`src/common/splash_pkg.sv`:
```
package splash_pkg;

	// --------------------------------------------------
	// parameter defaults
	// --------------------------------------------------
	localparam int ADDR_W_MAX = 15;	// 32768 pixel frame
	localparam int DEFAULT_ADDR_W = 15;
	localparam int DEFAULT_CREDITS = 4;
	localparam int DEFAULT_FLASH_PERIOD = 12_500_000;	// quarter second at 50 MHz

	// --------------------------------------------------
	// types
	// --------------------------------------------------
	typedef enum logic [1:0] {
		title = 2'd0,
		black = 2'd1,
		game_over = 2'd2,
		red = 2'd3
	} screen_kind_t;

	typedef logic [11:0] pixel_t;	// 4 bits each of r, g, b

	typedef struct packed {
		logic valid;
		screen_kind_t kind;
	} fill_req_t;

	typedef struct packed {
		logic valid;
		logic [ADDR_W_MAX-1:0] addr;	// only low ADDR_W bits used
		pixel_t pixel;
	} pix_wr_t;

	// one solid color per screen, indexed by screen_kind_t
	localparam pixel_t COLOR_TABLE [4] = '{
		12'h28c,	// title
		12'h000,	// black
		12'hff0,	// game over
		12'hf00		// red
	};

	function automatic pixel_t screen_color(input screen_kind_t kind);
		return COLOR_TABLE[kind];
	endfunction

endpackage

```
`src/source/flash_timer.sv`:
```
`timescale 1ns/1ps

module flash_timer #(
	parameter int FLASH_PERIOD = splash_pkg::DEFAULT_FLASH_PERIOD
) (
	input logic clk,
	input logic rst,
	input logic flash_restart,
	output logic tick
);

	localparam int CW = $clog2(FLASH_PERIOD + 1);
	localparam logic [CW-1:0] RELOAD = CW'(FLASH_PERIOD - 1);

	logic [CW-1:0] count;

	// expiry pulses unless a restart lands in the same cycle
	assign tick = (count == '0) && !flash_restart;

	always_ff @(posedge clk, negedge rst)
	begin
		if (!rst)
			count <= RELOAD;
		else if (flash_restart || count == '0)
			count <= RELOAD;
		else
			count <= count - 1'b1;
	end

endmodule

```
`config.mk`:
```
export PLATFORM = sky130hd
export DESIGN_NAME = flash_timer
export DESIGN_NICKNAME = d
export VERILOG_FILES = /design/src/common/splash_pkg.sv /design/src/source/flash_timer.sv
export SDC_FILE = /design/constraint.sdc
export NUM_CORES = 1
export LEC_CHECK = 0
export ABC_AREA = 1
export BUFFER_PORTS_ARGS = -buffer_cell sky130_fd_sc_hd__buf_2
export CORE_ASPECT_RATIO = 0.6
export CORE_UTILIZATION = 50
export CTS_CLUSTER_DIAMETER = 30
export DETAILED_ROUTE_END_ITERATION = 16
export PLACE_DENSITY = 0.67
export SLEW_MARGIN = 5
export SYNTH_ARGS = -nofsm -noshare
export SYNTH_HDL_FRONTEND = slang
export SYNTH_SLANG_ARGS = --single-unit
```
`constraint.sdc`:
```
create_clock -name clk -period 1.58 [get_ports clk]
set_input_delay 0 -clock clk [delete_from_list [all_inputs] [get_ports clk]]
set_output_delay 0 -clock clk [all_outputs]
set_load 0.03 [all_outputs]
```
==> impl_results.md <==
* Gp weighted congestion at 0.871
* Register area share after synthesis at 44.3%
* RR Startpoint: count[0]
* Vias in the first global route at 1047
* Filler cells at 230
* Post-layout minimum cycle time at 1.57 ns
* Post-CTS setup buffers at 0
* Dpl ws at 0.0215 ns
* Die Area at around 3000 sq um
* Initial antenna violation count at 0
* RSZ-0062 raised after global routing: true
* Crit end category: output port
* Hold WC Path Type: in -> reg
* Outcome: complete, no violations
* Post-synthesis cell area at around 1400 sq um
* DRC at 0
* Most used DFF post-synth: dfstp_2
* PnR worst setup slack at about 0.013 ns
* Final setup viols at 0
* Share of cells above drive strength 1 at between 20 and 25%
* GRT Overall Usage at 21.7%
* Ys Warns at 0
* Utilization after layout at between 50% and 60%
* Max reg flops at 24
* Peak VDD IR at between 0.4 and 0.5 mV
* Syn_nets at about 190
* R2R Path End: count[3]
* Via count at 1142
* Max-capacitance violation count at 0
* IO buf count at 3
* Vias/cell at 5.21
* Die width at ~70 um
* Core ar. at 2570 sq um
* Row Count at 14
* Final wirelength at 2.94 mm
* Sink Count at 24
* Min-delay src: flash_restart
* Wirelength per Cell at 13.4 um
* Largest net degree at the start of global routing at 25
* Clock Path Buffers at 2
* Avg Cell Area, Syn at 7.78 sq um
* CP arrival at 1.57 ns
* Drt pass-1 iters at 4
* R2r setup slk at around 0.09 ns
* CTS root buf: clkbuf_8
* First-pass GRT wire length at ~4.8 mm
* Worst path required time at 1.58 ns
* Clk slew on worst S/H paths at 0.08 ns
* Clock Skew at roughly 0.0059 ns
* Ys async rst share at 100%
* Highest clock rate at 638 MHz
* R2R depth at 10
* H-tree Lvls at 1
* Drt initial violations at 148
* Worst Hold Endpoint: count[5]
* CTS tree: built
* Top Registers: count (24)
* Initial Utilization at 54.4%
* CP Class: reg -> out
* Worst-Skew Late Latency at between 0.2 and 0.3 ns
* Total grt overflow at 0
* Commonest non-fill, non-tap cells in the layout: nand2_1, nor2_1, inv_1, dfstp_2, nor2_2
* Yosys reg bits at 24
* HPWL after detailed placement at 2.28 mm
* Worst-Margin Slew at 0.533 ns
* Lkg Pwr at about 0.65 nW
* Most flop-heavy register: count
* Period utilization at 99.2%
* Nets at 193
* WHS Path Cells at 4
* # IOs at 4
* Total CTS buffers at 3
* Max Slew Vio Count at 0
* Chip height at between 40 and 50 um
* Number of flops mapped to enable cells by yosys at 0
* P&R area growth vs syn at 8.49%
* Routed Antenna Nets at 0
* Final Hold Viols at 0
* PwrDens at roughly 700 nW/um^2
* Ant. Diodes at 0
* CP Max Fanout at 3
* Most common cell after layout, fill and taps aside: nand2_1
* Rel. slew slack at 64.4%
* Post-Synthesis Cells at 180
* Yosys cell types at 23
* Critical Path Source Type: flip-flop
## cell usage after synthesis, types with 2 or more instances
library cell / instances / area share [%]
dfrtp_1: 8 / 14
dfstp_2: 16 / 30
ha_1: 2 / 1.8
inv_1: 17 / 4.6
nand2_1: 44 / 12
nand2_2: 2 / 0.89
nand3_1: 10 / 3.6
nand3_2: 3 / 2.1
nand4_1: 4 / 1.8
nor2_1: 39 / 10
nor2_2: 11 / 4.9
o21bai_1: 4 / 2.1
or2_0: 2 / 0.89
xnor2_1: 4 / 2.5
xor2_1: 6 / 3.8
## repair_timing
item,in CTS,in global routing
gates resized for setup,1,4
hold endpoints to repair,8,0
hold buffers,1,0
setup endpoints to repair,1,17
## per-stage QoR
step	setup TNS [ns]	power [mW]	hold WS (ns)	cell area, sq um	instances
final	0	1.09	0.115	1520	219
after global routing	-0.0711	1.14	0.131	1520	219
after CTS	0	1.10	0.0950	1510	219
after detailed placement	0	0.687	0.00993	1440	214
after global placement	0	0.686	0.00926	1440	214
after floorplan	0	0.668	-0.296	1400	180
## cell families (layout without fill, tap and decap cells)
kind of cell / Yosys count / in the layout / share of synthesized area, %
compound gates: 6 / 6 / 2.86
xor+xnor: 10 / 10 / 6.26
fa+ha+maj: 2 / 2 / 1.79
buf+inv: 19 / 26 / 5.81
flops: 24 / 24 / 44.3
simple gates: 119 / 119 / 39.0
## worst max-delay path by stage
stage / to / slack [ns] / start / cells after the start
final: tick / 0.01 / count[14] / 6
after global placement: count[3] / 0.06 / count[0] / 10
after global routing: tick / -0.07 / count[14] / 6
after floorplan: count[21] / 0.17 / count[0] / 11
after CTS: count[3] / 0.006 / count[0] / 10
after detailed placement: count[3] / 0.02 / count[0] / 10
## worst max-delay path: stages, from the launching register on
cell and delay (ns):
dfrtp_1 0.43, nor2_1 0.20, nand2_1 0.10, nor2_2 0.15
nand3_2 0.14, nor2_1 0.12, buf_4 0.17
## report_power, final
group	total (mW)	switching (mW)	internal [mW]
Clock	0.414	0.191	0.223
Combinational	0.0481	0.0347	0.0134
Sequential	0.631	0.00444	0.627
## cell type report
cell class | instances | area, sq um | area share [%]
well taps | 32 | 40.0 | 2.64
clock buffers | 4 | 55.1 | 3.62
repair buffers | 4 | 27.5 | 1.81
inverters | 18 | 75.1 | 4.94
multi-input cells | 137 | 701 | 46.1
flip-flops and latches | 24 | 621 | 40.9
## per-layer routing
metal | wire (um) | part of all wire [%] | vias to the layer above | track usage [%]
met5 | 0 | 0 | - | 0
met4 | 24 | 0.82 | 0 | 5.60
met3 | 194 | 6.6 | 4 | 7.13
met2 | 1240 | 42 | 36 | 30.5
met1 | 1470 | 50 | 534 | 32.0
li1 | - | - | 568 | -
No activity file was read; power rests on OpenSTA's default activity.
