`src/common/splash_pkg.sv`:
```
package splash_pkg;

	// --------------------------------------------------
	// parameter defaults
	// --------------------------------------------------
	localparam int ADDR_W_MAX = 15;	// 32768 pixel frame
	localparam int DEFAULT_ADDR_W = 15;
	localparam int DEFAULT_CREDITS = 4;
	localparam int DEFAULT_FLASH_PERIOD = 12_500_000;	// quarter second at 50 MHz

	// --------------------------------------------------
	// types
	// --------------------------------------------------
	typedef enum logic [1:0] {
		title = 2'd0,
		black = 2'd1,
		game_over = 2'd2,
		red = 2'd3
	} screen_kind_t;

	typedef logic [11:0] pixel_t;	// 4 bits each of r, g, b

	typedef struct packed {
		logic valid;
		screen_kind_t kind;
	} fill_req_t;

	typedef struct packed {
		logic valid;
		logic [ADDR_W_MAX-1:0] addr;	// only low ADDR_W bits used
		pixel_t pixel;
	} pix_wr_t;

	// one solid color per screen, indexed by screen_kind_t
	localparam pixel_t COLOR_TABLE [4] = '{
		12'h28c,	// title
		12'h000,	// black
		12'hff0,	// game over
		12'hf00		// red
	};

	function automatic pixel_t screen_color(input screen_kind_t kind);
		return COLOR_TABLE[kind];
	endfunction

endpackage

```
`src/splash/screen_painter.sv`:
```
`timescale 1ns/1ps

module screen_painter #(
	parameter int ADDR_W = splash_pkg::DEFAULT_ADDR_W,
	parameter int CREDITS = splash_pkg::DEFAULT_CREDITS
) (
	input logic clk,
	input logic rst,
	input splash_pkg::fill_req_t fill_req,
	input logic credit_ret,
	output splash_pkg::pix_wr_t pix_wr,
	output logic fill_done
);

	localparam int CW = $clog2(CREDITS + 1);
	localparam logic [ADDR_W-1:0] LAST_ADDR = '1;

	logic active;
	splash_pkg::screen_kind_t kind;
	logic [ADDR_W-1:0] addr;
	logic [CW-1:0] credits;
	logic issue;

	assign issue = active && (credits != '0);	// no write without a credit

	// --------------------------------------------------
	// write output
	// --------------------------------------------------
	always_comb
	begin
		pix_wr = '0;
		pix_wr.valid = issue;
		pix_wr.addr[ADDR_W-1:0] = addr;
		pix_wr.pixel = splash_pkg::screen_color(kind);
	end

	// --------------------------------------------------
	// address walk
	// --------------------------------------------------
	always_ff @(posedge clk, negedge rst)
	begin
		if (!rst)
		begin
			active <= 1'b0;
			kind <= splash_pkg::title;
			addr <= '0;
			fill_done <= 1'b0;
		end
		else
		begin
			fill_done <= issue && (addr == LAST_ADDR);
			if (fill_req.valid)
			begin
				active <= 1'b1;
				kind <= fill_req.kind;
				addr <= '0;
			end
			else if (issue)
			begin
				addr <= addr + 1'b1;
				if (addr == LAST_ADDR)
					active <= 1'b0;	// frame complete
			end
		end
	end

	// --------------------------------------------------
	// credit counter
	// --------------------------------------------------
	always_ff @(posedge clk, negedge rst)
	begin
		if (!rst)
			credits <= CW'(CREDITS);
		else
		begin
			case ({issue, credit_ret})
				2'b10: credits <= credits - 1'b1;
				2'b01: credits <= credits + 1'b1;
				default: credits <= credits;	// both or neither
			endcase
		end
	end

endmodule

```
`config.mk`:
```
export PLATFORM = sky130hd
export DESIGN_NAME = screen_painter
export DESIGN_NICKNAME = d
export VERILOG_FILES = /design/src/common/splash_pkg.sv /design/src/splash/screen_painter.sv
export SDC_FILE = /design/constraint.sdc
export NUM_CORES = 1
export LEC_CHECK = 0
export ABC_CLOCK_PERIOD_IN_PS = 2500
export BUFFER_PORTS_ARGS = -buffer_cell sky130_fd_sc_hd__buf_4
export CELL_PAD_IN_SITES_DETAIL_PLACEMENT = 1
export CELL_PAD_IN_SITES_GLOBAL_PLACEMENT = 1
export CORE_MARGIN = 5
export CORE_UTILIZATION = 30
export DETAILED_ROUTE_END_ITERATION = 10
export GPL_ROUTABILITY_DRIVEN = 1
export GPL_TIMING_DRIVEN = 0
export MAX_ROUTING_LAYER = met4
export PLACE_DENSITY_LB_ADDON = 0.1
export SLEW_MARGIN = 30
export SYNTH_ARGS = -nofsm -noshare
export SYNTH_HDL_FRONTEND = slang
export SYNTH_SLANG_ARGS = --single-unit
```
`constraint.sdc`:
```
create_clock -name clk -period 2.5 [get_ports clk]
set_input_delay 0.375 -clock clk [delete_from_list [all_inputs] [get_ports clk]]
set_output_delay 0.375 -clock clk [all_outputs]
set_load 0.03 [all_outputs]
```
==> results.md <==
Timing:
- Setup repair after global routing left no endpoint under its margin.
- Timing would allow up to 0.4650 GHz.
- The final hold violation count was 0.
- The final clock period utilization by the worst path is 86.03%.
- Hold timing on the final database bottoms out at a slack of 0.3332 ns.
- The total setup violations reported at the end of the flow is 0.
- The setup skew after layout is 0.01039 ns.
- Adding up every negative setup slack in the final design gives 0 ns.
- The final critical delay including setup and external delays is 2.151 ns.
- The total count of max-transition violations in the final report is 0.

Worst setup path:
- The worst register-to-register path begins at credits[0].
- The critical path class is reg -> reg.
- The arrival time at the worst endpoint is 2.35 ns.
- The length in cells of the worst reg-to-reg path is 7.
- The slack of the worst reg-to-reg path is 0.35 ns.
- The slowest stage of the critical path belongs to the cell dfrtp_1.
- Along the worst path, the maximum fanout reaches 6.
- The maximum cell stage delay along the critical path is 0.49 ns.
- Walking the worst path, the cells encountered are o31ai_4 > ha_1 > inv_1 > fa_1 > xor2_1 > nor2_1 > xor2_1.
- The critical path endpoint category is a flop.
- The most numerous cell on the critical path is xor2_1.
- The end of the worst register-to-register path is credits[2].
- For the worst setup path, the data required time is 2.70 ns.
- The launching element type of the critical path is a flop.
- Counting both buffers and inverters, the worst setup path holds a total of 1.
- The kind of cell with the highest combined delay along the critical path is adder cells.

Power:
- Sequential cells account for 40.4% of the total power.
- In this run the power spent charging and discharging nets is 442.3 uW.
- The design draws 1247 uW.
- The peak supply drop is 440.9 uV.
- The share of total power in the clock network is 27.0%.
- The ratio of total power to cell area is 783.2 mW/mm^2.
- Per report_power, the combinational group accounts for 32.6% of the total.
- The cell-internal power is 804.2 uW.
- The analysis attributes to cell leakage a power of 0.0007298 uW.
- The fraction of power spent switching nets is 35.49%.

Yosys:
- Synthesis instantiated 34 different standard cells from the library.
- Averaged over all synthesized cells, the footprint is 10.65 sq um.
- The sequential share of the synthesized area is 45.84%.
- The total standard cell area after synthesis is 0.001204 sq mm.
- The total of flip-flops plus latches after synthesis is 22.
- The Yosys step of the flow raised 0 warnings.
- The synthesized instance count is 113.

Floorplanning:
- The floorplan step defined a die boundary enclosing 0.005379 sq mm.
- In this run the horizontal extent of the chip is 73.34 microns.
- Pin placement for this block handled 35 I/O pins.
- The region available for standard cell placement spans 0.003943 sq mm.
- For this configuration, the core starts out at a cell density of 30.53%.
- The floorplan die height is 73.34 microns.
- The initialized floorplan defines 23 standard-cell rows.

Min path:
- The worst hold path begins at fill_req[0].
- The min-delay analysis places its worst path in the category in -> reg.
- For hold timing, the worst endpoint is kind[0].
- The worst hold path was traced through 3 stages.

Global routing:
- The aggregate global routing overflow is 0.
- Entering global routing, the biggest net connects 23 pins.
- The via count of the first global-routing pass was 936.
- Global routing consumed, over all layers together, 11.01% of the routing resources.
- The first-pass GRT wire length is 4450 microns.
- The initial antenna violation count is 0.

CTS:
- The clock-pin slew on the worst setup and hold paths is 0.09 ns.
- The number of clock sinks is 22.
- The CTS tree is built.
- The root buffer cell chosen for the clock tree is clkbuf_8.
- In this run the number of H-tree levels came out at 1.
- At the later pin of the worst-skew pair, clock insertion delay measures 0.27 ns.
- The longest clock path from root to sink contains 2 buffers.
- In this run, CTS created clock tree buffers numbering 3.

Outcome:
- The flow ran to the end, and the final reports show no timing, DRC or antenna violations.

Placed design:
- Summed over all nets, the half-perimeter wirelength after detailed placement is 2007 microns.
- Routability-driven placement finished with a final weighted congestion of 0.7138.
- Buffers placed on the I/O ports in this run total 32.

Finish:
- The final net count is 161.
- The number of antenna diodes in the final layout is 0.
- The footprint of the flip-flops and latches is 551.8 sq um.
- The share of post-route cells with drive strength above 1 is 37.75%.
- Relative to the synthesized area, the layout overhead comes to 32.22%.
- The count of filler cells inserted in the layout is 455.
- Summing all multi-input logic gate instances after layout gives 554.3 sq um.
- At the end of the flow the core is filled with cells to 40.37%.

Drt:
- For this block, the initial DRC count from the detailed router was 25.
- For this run, the detailed router's first-pass iteration total came to 4.
- In the final routed layout, each cell accounts on average for 13.09 microns.
- The detail route stage leaves a number of antenna-violating nets equal to 0.
- The detailed-route wire length is 2631 microns.
- The mean number of vias per cell is 4.572.
- The detailed-route DRC error count is 0.
- The via total after detailed routing is 919.

Run:
- The count of max-cap constraint violations is 0.
## Yosys cell counts
master | instances | area share (%)
nor2b_1 | 3 | 1.6
nand3_2 | 1 | 0.83
xnor2_1 | 8 | 5.8
mux2_2 | 2 | 1.9
a31o_2 | 1 | 0.73
nor2_1 | 15 | 4.7
clkbuf_1 | 2 | 0.62
or3_1 | 1 | 0.52
nand4_4 | 1 | 1.8
nor3_1 | 2 | 0.83
buf_4 | 9 | 5.6
or3_2 | 1 | 0.62
nand3_1 | 2 | 0.83
xor2_1 | 4 | 2.9
nor4_1 | 3 | 1.6
nand2b_1 | 1 | 0.52
nor4_4 | 1 | 1.8
o21ai_0 | 3 | 1.2
o311ai_4 | 1 | 2.2
a21oi_1 | 4 | 1.7
conb_1 | 1 | 0.31
dfstp_2 | 1 | 2.2
nand2_1 | 5 | 1.6
and2_1 | 2 | 1.0
a211oi_1 | 1 | 0.62
o31ai_4 | 1 | 1.8
nand4_1 | 1 | 0.52
dfrtp_1 | 21 | 44
nor4b_1 | 1 | 0.73
ha_1 | 2 | 2.1
fa_1 | 1 | 1.7
and3_1 | 2 | 1.0
mux2_4 | 2 | 2.5
inv_1 | 7 | 2.2
## state kept, by name, indices dropped and copies added (netlist names)
register,cells
fill_done,1
active,1
credits,3
addr,15
kind,2
## metrics by stage
step	cells	setup WS [ns]	area, sq um
2_1_floorplan	114	0.5678	1207
3_3_place_gp	196	0.3857	1510
3_5_place_dp	196	0.3481	1510
4_1_cts	201	0.3085	1592
5_1_grt	201	0.2201	1592
6_report	201	0.3494	1592
## placed cells by master (no fill, tap or decap), types with 2 or more instances in the layout
cell type  instances
clkbuf_8           3
nor2b_1            3
mux2_4             2
xor2_1             4
inv_1              7
nand3_1            2
clkbuf_1           2
nor4_1             3
nor2_1            15
buf_4             41
o21ai_0            3
mux2_2             2
and2_1             2
dfrtp_1           21
xnor2_1            8
ha_1               2
a21oi_1            4
nand2_1            5
nor3_1             2
conb_1             2
and3_1             2
## what timing repair did
action / in CTS / in global routing
buffers inserted: 0 / 0
hold buffers: 1 / 0
gates resized for setup: 0 / 0
hold endpoints to repair: 16 / 0
## tightest hold or removal path, stage by stage
cell     delay [ns]
buf_4          0.08
nand2_1        0.04
o21ai_0        0.06
## layout make-up
class | instances | area share, %
repair buffers | 33 | 15.72
flip-flops and latches | 22 | 34.67
inverters | 7 | 1.651
plain buffers | 11 | 4.717
multi-input cells | 74 | 34.83
well taps | 50 | 3.931
clock buffers | 3 | 2.594
clock inverters | 1 | 1.887
## power by group through the flow
stage	sequential, uW	clock, uW	combinational, uW
2_1_floorplan	537	0	253
3_5_place_dp	512	0	415
5_1_grt	515	366	439
3_3_place_gp	510	0	400
4_1_cts	505	347	417
6_report	504	336	407
## worst max-delay path by stage
| stage | slack, ns | cells past startpoint | start | end |
|---|---|---|---|---|
| floorplan | 0.57 | 7 | credits[0] | credits[2] |
| global placement | 0.39 | 7 | credits[0] | credits[2] |
| detailed placement | 0.35 | 7 | credits[0] | credits[2] |
| CTS | 0.31 | 7 | credits[0] | credits[2] |
| global route | 0.22 | 7 | credits[0] | credits[2] |
| finish | 0.35 | 7 | credits[0] | credits[2] |
## layer usage
layer | part of all wire (%) | vias to the layer above | track usage [%] | routed length [microns]
li1 | - | 439 | - | -
met1 | 44 | 453 | 14.59 | 1163
met2 | 48 | 22 | 16.19 | 1268
met3 | 5.8 | 5 | 2.326 | 153
met4 | 1.7 | 0 | 4.829 | 46
met5 | 0 | - | - | 0
## kinds of logic after synthesis
kind of cell,Yosys count,share of synthesized area [%]
AO/OA/AOI/OAI,11,8.212
AND/OR/NAND/NOR,42,20.38
buffers and inverters,18,8.420
adder cells (fa/ha/maj),3,3.742
flip-flops,22,45.84
multiplexers,4,4.366
other,1,0.3116
XOR/XNOR,12,8.732
Note: power is estimated with default switching activity, not from simulation.
