$ cat config.mk
export PLATFORM = sky130hd
export DESIGN_NAME = splash_ctrl
export DESIGN_NICKNAME = d
export VERILOG_FILES = /design/src/common/splash_pkg.sv /design/src/splash/splash_ctrl.sv
export SDC_FILE = /design/constraint.sdc
export NUM_CORES = 1
export LEC_CHECK = 0
export BUFFER_PORTS_ARGS = -buffer_cell sky130_fd_sc_hd__buf_2
export CAP_MARGIN = 20
export CORE_AREA = 2 2 39 41
export CTS_CLUSTER_SIZE = 12
export DETAILED_ROUTE_END_ITERATION = 6
export DIE_AREA = 0 0 41 43
export PLACE_DENSITY_LB_ADDON = 0.05
export SYNTH_ARGS = -nofsm -noshare
export SYNTH_HDL_FRONTEND = slang
export SYNTH_SLANG_ARGS = --single-unit
$ cat constraint.sdc
create_clock -name clk -period 2.44 [get_ports clk]
set_input_delay 0.488 -clock clk [delete_from_list [all_inputs] [get_ports clk]]
set_output_delay 0.488 -clock clk [all_outputs]
set_load 0.1 [all_outputs]
$ cat src/common/splash_pkg.sv
package splash_pkg;

	// --------------------------------------------------
	// parameter defaults
	// --------------------------------------------------
	localparam int ADDR_W_MAX = 15;	// 32768 pixel frame
	localparam int DEFAULT_ADDR_W = 15;
	localparam int DEFAULT_CREDITS = 4;
	localparam int DEFAULT_FLASH_PERIOD = 12_500_000;	// quarter second at 50 MHz

	// --------------------------------------------------
	// types
	// --------------------------------------------------
	typedef enum logic [1:0] {
		title = 2'd0,
		black = 2'd1,
		game_over = 2'd2,
		red = 2'd3
	} screen_kind_t;

	typedef logic [11:0] pixel_t;	// 4 bits each of r, g, b

	typedef struct packed {
		logic valid;
		screen_kind_t kind;
	} fill_req_t;

	typedef struct packed {
		logic valid;
		logic [ADDR_W_MAX-1:0] addr;	// only low ADDR_W bits used
		pixel_t pixel;
	} pix_wr_t;

	// one solid color per screen, indexed by screen_kind_t
	localparam pixel_t COLOR_TABLE [4] = '{
		12'h28c,	// title
		12'h000,	// black
		12'hff0,	// game over
		12'hf00		// red
	};

	function automatic pixel_t screen_color(input screen_kind_t kind);
		return COLOR_TABLE[kind];
	endfunction

endpackage

$ cat src/splash/splash_ctrl.sv
`timescale 1ns/1ps

module splash_ctrl (
	input logic clk,
	input logic rst,
	input logic start_n,
	input logic is_dead,
	input logic tick,
	input logic fill_done,
	output splash_pkg::fill_req_t fill_req,
	output logic flash_restart,
	output logic game_run,
	output logic busy,
	output splash_pkg::screen_kind_t screen
);

	typedef enum logic [3:0] {
		st_boot,
		st_draw_title,
		st_title,
		st_draw_black,
		st_run,
		st_draw_over,
		st_over,
		st_draw_red,
		st_red,
		st_restart
	} state_t;

	state_t state;
	state_t next_state;
	splash_pkg::screen_kind_t next_kind;
	logic draw_entry;
	logic tick_pend;
	logic tick_seen;
	logic take_tick;

	assign tick_seen = tick | tick_pend;	// ticks during a fill are kept
	assign take_tick = (state inside {st_over, st_red}) && !start_n && tick_seen;

	// --------------------------------------------------
	// next state
	// --------------------------------------------------
	always_comb
	begin
		next_state = state;
		case (state)
			st_boot: next_state = st_draw_title;
			st_draw_title: if (fill_done) next_state = st_title;
			st_title: if (!start_n) next_state = st_draw_black;
			st_draw_black: if (fill_done) next_state = st_run;
			st_run: if (is_dead) next_state = st_draw_over;
			st_draw_over: if (fill_done) next_state = st_over;
			st_over:
			begin
				if (start_n)
					next_state = st_restart;	// button released
				else if (tick_seen)
					next_state = st_draw_red;
			end
			st_draw_red: if (fill_done) next_state = st_red;
			st_red:
			begin
				if (start_n)
					next_state = st_restart;
				else if (tick_seen)
					next_state = st_draw_over;
			end
			st_restart: if (!start_n) next_state = st_draw_title;
			default: next_state = st_boot;
		endcase
	end

	assign draw_entry = (next_state != state) &&
		(next_state inside {st_draw_title, st_draw_black, st_draw_over, st_draw_red});

	always_comb
	begin
		case (next_state)
			st_draw_black: next_kind = splash_pkg::black;
			st_draw_over: next_kind = splash_pkg::game_over;
			st_draw_red: next_kind = splash_pkg::red;
			default: next_kind = splash_pkg::title;
		endcase
	end

	// --------------------------------------------------
	// registers
	// --------------------------------------------------
	always_ff @(posedge clk, negedge rst)
	begin
		if (!rst)
		begin
			state <= st_boot;
			fill_req <= '0;
			flash_restart <= 1'b0;
			tick_pend <= 1'b0;
			screen <= splash_pkg::title;
		end
		else
		begin
			state <= next_state;
			fill_req.valid <= draw_entry;	// one cycle per fill
			fill_req.kind <= next_kind;
			if (draw_entry)
				screen <= next_kind;
			flash_restart <= (state == st_run) && is_dead;	// flashing rhythm starts here
			if (flash_restart)
				tick_pend <= 1'b0;
			else if (take_tick)
				tick_pend <= 1'b0;
			else if (tick)
				tick_pend <= 1'b1;
		end
	end

	assign game_run = (state == st_run);
	assign busy = state inside {st_draw_title, st_draw_black, st_draw_over, st_draw_red};

endmodule

==> flow_summary.json, run 1 <==
{
  "overflow": 0,
  "status": "finished clean",
  "dpl.hpwl_um": 816,
  "period_share": 0.886,
  "viasPerCell": 5.22,
  "grt_max_degree": 15,
  "ctsHoldBuffers": 0,
  "ys_types": 29,
  "finalSetupViolCount": 0,
  "wl_per_cell_um": 12.6,
  "drt_iter0_markers": 2,
  "avgSynthCellArea_um2": 10.3,
  "cts_root_buf": "clkbuf_4",
  "hold_viol": 0,
  "cts_tree": "built",
  "finalWorstSetupSlack_ns": 0.279,
  "worst_pin_slew_ns": 0.486,
  "end_kind": "primary output",
  "fillers": 142,
  "finalCriticalPeriod_ns": 2.16,
  "drc_errors": 0,
  "place_ws_ns": 0.551,
  "maxCapViolCount": 0,
  "wl_um": 1120,
  "io-pin-count": 14,
  "start_util": 0.431,
  "synth-seq-area-share": 0.461,
  "critPathLaunchType": "flip-flop",
  "clock_latency_ns": 0.26,
  "syn_nets": 64,
  "yosys.area.top_type_share": 0.461,
  "drive_above_1_share": 0.315,
  "cts_inserted_buffers": 3,
  "netlist_area_um2": 597,
  "fp.dieArea_um2": 1760,
  "finalSetupTns_ns": 0,
  "portBuffers": 13,
  "max_freq_ghz": 0.463,
  "gr-usage-all-layers": 0.157,
  "clk_pin_slew_ns": 0.07,
  "clkSinkCount": 11,
  "gp_congestion": 0.664,
  "layout-area-overhead-vs-synth_pct": 17.2,
  "cts_buffer_depth": 2,
  "hp-class": "in2async",
  "ant_nets": 0,
  "cts-resized-gates": 0,
  "post_cts_buffers": 0,
  "antenna_found_initial": 0,
  "h-tree-depth": 1,
  "grt_pass1_vias": 440,
  "fin_nets": 80,
  "die_y_um": 43,
  "fp.dieW_um": 41,
  "critical_path_class": "reg2out",
  "layout.area.seq_um2": 275,
  "crit_slowest_cell": "dfrtp_1",
  "critical_path.max_stage_delay_ns": 0.47,
  "skew_ns": 0.00226,
  "synth-async-reset-ratio": 1.00,
  "yosys_warnings": 0,
  "routed-via-count": 465,
  "synth_top_area_cell": "dfrtp_1",
  "maxSlewHeadroom": 0.678,
  "ys.flop_type": "dfrtp_1",
  "synthCells": 58,
  "slew_viol_final": 0,
  "rows": 14,
  "ys_seq_elements": 11,
  "multiInputGateArea_um2": 302,
  "fp.coreArea_um2": 1380,
  "synth.area.top_cells": "dfrtp_1 46%, o311ai_4 4.4%, mux2_1 3.8%",
  "grt_pass1_wl_um": 1840,
  "cp_cell_sequence": "and2b_2 > nor3b_2 > buf_2",
  "grt_setup_unrepaired": "no",
  "cp_max_fo": 10,
  "arrival_ns": 1.67,
  "synth-edff-count": 0,
  "worstRegToRegCells": 5,
  "required_ns": 1.95,
  "dr.pass1.iters": 4,
  "diodes": 0
}
## layer usage
| layer | up-vias | GRT usage | part of all wire |
|---|---|---|---|
| li1 | 238 | - | - |
| met1 | 219 | 0.216 | 0.51 |
| met2 | 6 | 0.216 | 0.47 |
| met3 | 2 | 0.0314 | 0.023 |
| met4 | 0 | 0.100 | 0.0036 |
| met5 | - | 0 | 0 |
## area by class of cell
cell class              count  share of cell area
multi-input cells          43               0.431
flip-flops and latches     11               0.394
repair buffers             14               0.104
clock buffers               4              0.0376
well taps                  16              0.0286
inverters                   1             0.00537
## stage by stage
step / instances / hold WS, ns / cell area (um^2) / util
5_1_grt: 89 / 0.0791 / 699 / 0.505
3_3_place_gp: 85 / 0.365 / 673 / 0.486
3_5_place_dp: 85 / 0.365 / 673 / 0.486
2_1_floorplan: 58 / 0.192 / 602 / -
6_report: 89 / 0.0758 / 699 / 0.505
4_1_cts: 89 / 0.0749 / 699 / 0.505
## path summary, 6_finish.rpt
check | endpoint | slack, ns | from
worst max-delay path | game_run | 0.28 | state[3]
worst min-delay path | state[1] | 0.08 | rst
worst max register to register | screen[0] | 0.60 | state[3]
worst min register to register | tick_pend | 0.43 | flash_restart
max in group asynchronous | state[0] | 2.17 | rst
min in group clk | tick_pend | 0.43 | flash_restart
## cells in the mapped netlist, types with 2 or more instances
cell and number:
dfrtp_1 11, and2b_1 2, buf_2 2, o21ai_0 3
nand2_1 4, mux2_1 2, nor2_1 4, nor2b_1 2
nor3_1 4, and2_1 2, a21oi_1 4
## critical path: cells and delay by family (launching register included)
kind | cells | cell delay (ns)
simple gates | 2 | 0.49
flops | 1 | 0.47
buf+inv | 1 | 0.45
## logic make-up after synthesis
family                 after synthesis  synth area share
flip-flops                          11             0.461
multiplexers                         2            0.0377
AND/OR/NAND/NOR                     27             0.273
AO/OA/AOI/OAI                       13             0.172
XOR/XNOR                             1            0.0147
buffers and inverters                4            0.0419
## cells in the final DEF (no fill, tap or decap), types with 2 or more instances in the layout
cell type / Yosys / final
and2_1: 2 / 2
nor2b_1: 2 / 2
nor2_1: 4 / 4
o21ai_0: 3 / 3
nand2_1: 4 / 4
buf_2: 2 / 13
mux2_1: 2 / 2
nor3b_2: 1 / 2
nor3_1: 4 / 4
dfrtp_1: 11 / 11
and2b_1: 2 / 2
a21oi_1: 4 / 4
clkbuf_4: 0 / 3
## registers in the layout, summed over array words and instances (netlist names)
| signal | flops |
|---|---|
| state | 4 |
| fill_req | 3 |
| screen | 2 |
| flash_restart | 1 |
| tick_pend | 1 |
Power of run 1 is not shown: default switching activity piles up to over one toggle a cycle in this logic, so the estimate is an artifact.
==> inputs of run 2 (changes only) <==
--- a/config.mk
+++ b/config.mk
@@ -5,12 +5,13 @@
 export SDC_FILE = /design/constraint.sdc
 export NUM_CORES = 1
 export LEC_CHECK = 0
+export ABC_AREA = 1
 export BUFFER_PORTS_ARGS = -buffer_cell sky130_fd_sc_hd__buf_2
 export CAP_MARGIN = 20
-export CORE_AREA = 2 2 39 41
+export CORE_MARGIN = 1.5
+export CORE_UTILIZATION = 52
 export CTS_CLUSTER_SIZE = 12
 export DETAILED_ROUTE_END_ITERATION = 6
-export DIE_AREA = 0 0 41 43
 export PLACE_DENSITY_LB_ADDON = 0.05
 export SYNTH_ARGS = -nofsm -noshare
 export SYNTH_HDL_FRONTEND = slang
==> flow_summary.json, run 2 <==
{
  "status": "finished clean",
  "fp.dieArea_um2": 1590,
  "drive_above_1_share": 0.267,
  "arrival_ns": 1.49,
  "cts_tree": "built",
  "synth-seq-area-share": 0.390,
  "cp_cell_sequence": "nor2_2 > inv_1 > nor2_1 > buf_2",
  "drc_errors": 0,
  "fin_nets": 127,
  "h-tree-depth": 1,
  "fillers": 142,
  "synth-edff-count": 0,
  "crit_slowest_cell": "dfrtp_1",
  "cts_inserted_buffers": 3,
  "dpl.cell_count": 131,
  "grt_pass1_wl_um": 2460,
  "wl_um": 1480,
  "finalCriticalPeriod_ns": 1.97,
  "cts-resized-gates": 0,
  "drt_iter0_markers": 16,
  "yosys_warnings": 0,
  "maxSlewHeadroom": 0.679,
  "io-pin-count": 14,
  "critPathLaunchType": "flip-flop",
  "portBuffers": 13,
  "clk_pin_slew_ns": 0.07,
  "dr.pass1.iters": 4,
  "netlist_area_um2": 706,
  "end_kind": "primary output",
  "antenna_found_initial": 0,
  "yosys.area.top_type_share": 0.390,
  "diodes": 0,
  "grt_max_degree": 12,
  "finalSetupTns_ns": 0,
  "gp_congestion": 0.914,
  "wl_per_cell_um": 10.9,
  "synthCells": 104,
  "cp_max_fo": 8,
  "die_y_um": 39.8,
  "slew_viol_final": 0,
  "routed-via-count": 648,
  "rows": 13,
  "critical_path.max_stage_delay_ns": 0.47,
  "ys_top_cells_by_count": "28 x nand2_1, 18 x inv_1, 13 x nand3_1",
  "highest-signal-layer": "met4",
  "viasPerCell": 4.80,
  "synth.area.top_cells": "dfrtp_1 39%, nand2_1 15%, inv_1 9.6%",
  "ys.flop_type": "dfrtp_1",
  "critical_path_class": "reg2out",
  "hold_viol": 0,
  "max_freq_ghz": 0.507,
  "top_register": "state",
  "cts_buffer_depth": 2,
  "most-common-layout-cells": "28 x nand2_1, 18 x inv_1, 13 x nand3_1, 13 x buf_2, 11 x dfrtp_1",
  "yosys.cell_count.top_type": "nand2_1",
  "maxCapViolCount": 0,
  "ctsHoldBuffers": 0,
  "syn_nets": 110,
  "wl_met2_um": 672,
  "top_regs": "state (4), fill_req (3), screen (2)",
  "clock_latency_ns": 0.26,
  "worst_pin_slew_ns": 0.484,
  "grt_pass1_vias": 606,
  "clkSinkCount": 11,
  "layout-area-overhead-vs-synth_pct": 14.5,
  "required_ns": 1.95,
  "period_share": 0.809,
  "finalSetupViolCount": 0,
  "final_common_cell": "nand2_1",
  "start_util": 0.549,
  "hold_ws_ns": 0.0744,
  "avgSynthCellArea_um2": 6.79,
  "largest_register_ffs": 4,
  "fp.coreArea_um2": 1280,
  "overflow": 0,
  "fp.dieW_um": 39.8,
  "drt-met1-wl_um": 721,
  "ant_nets": 0,
  "skew_ns": 0.00111,
  "final_util": 0.629,
  "synth-async-reset-ratio": 1.00,
  "dpl.hpwl_um": 1210,
  "cts_root_buf": "clkbuf_4",
  "dr_wl_met3_um": 69,
  "post_cts_buffers": 0,
  "grt_setup_unrepaired": "no",
  "final_cells": 135,
  "ys_types": 16,
  "ys_seq_elements": 11,
  "synth_top_area_cell": "dfrtp_1",
  "gr-usage-all-layers": 0.237,
  "hp-class": "in2async"
}
==> run 2: cell count changes in the layout (fill, tap and decap cells not counted), sizes merged, moves of 2 or more <==
cell	before	now
a21oi	5	2
nand3	2	14
nor2	4	15
and2b	3	0
and2	2	0
mux2	2	0
nor3b	2	0
inv	1	21
nand2	4	33
nor2b	2	0
==> run 2: per-layer routing <==
layer,track usage,up-vias
met3,0.0682,4
met5,0,-
li1,-,348
met4,0.0776,0
met2,0.357,19
met1,0.320,277
==> run 2: logic make-up (layout without fill, tap and decap cells) <==
kind of cell           Yosys count  after routing  synth area share
DFF                             11             11             0.390
AOI/OAI and AO/OA                5              5            0.0603
and+or+nand+nor                 66             66             0.427
buffers and inverters           22             38             0.122
==> run 2: worst max-delay path: cells and delay by family, from the launching register on <==
family | cells | cell delay [ns]
DFF | 1 | 0.47
buffers and inverters | 2 | 0.47
and+or+nand+nor | 2 | 0.27
==> run 2: final timing paths <==
| kind | start | end | slack [ns] | cells past startpoint |
|---|---|---|---|---|
| setup / recovery | state[0] | game_run | 0.47 | 4 |
| hold / removal | rst | fill_req[1] | 0.07 | 1 |
| setup reg to reg | state[2] | screen[1] | 0.83 | 11 |
| hold reg to reg | flash_restart | tick_pend | 0.43 | 1 |
| max in group asynchronous | rst | state[0] | 2.17 | 1 |
| min in group clk | flash_restart | tick_pend | 0.43 | 1 |
==> run 2: per-stage QoR <==
step	instance area (um^2)	worst slack, ns
final	808	0.466
after global routing	808	0.354
after detailed placement	782	0.762
after global placement	782	0.781
after CTS	808	0.467
after floorplan	706	0.00807
==> run 2: final cells by class <==
class                      count  area [um^2]  share of cell area
clock buffer                   4         26.3              0.0325
tap                           15         18.8              0.0232
inverter                      21         78.8              0.0975
sequential                    11          275               0.341
multi-input combinational     71          344               0.426
timing repair buffer          13         65.1              0.0805
Power of run 2 is left out for the same reason.
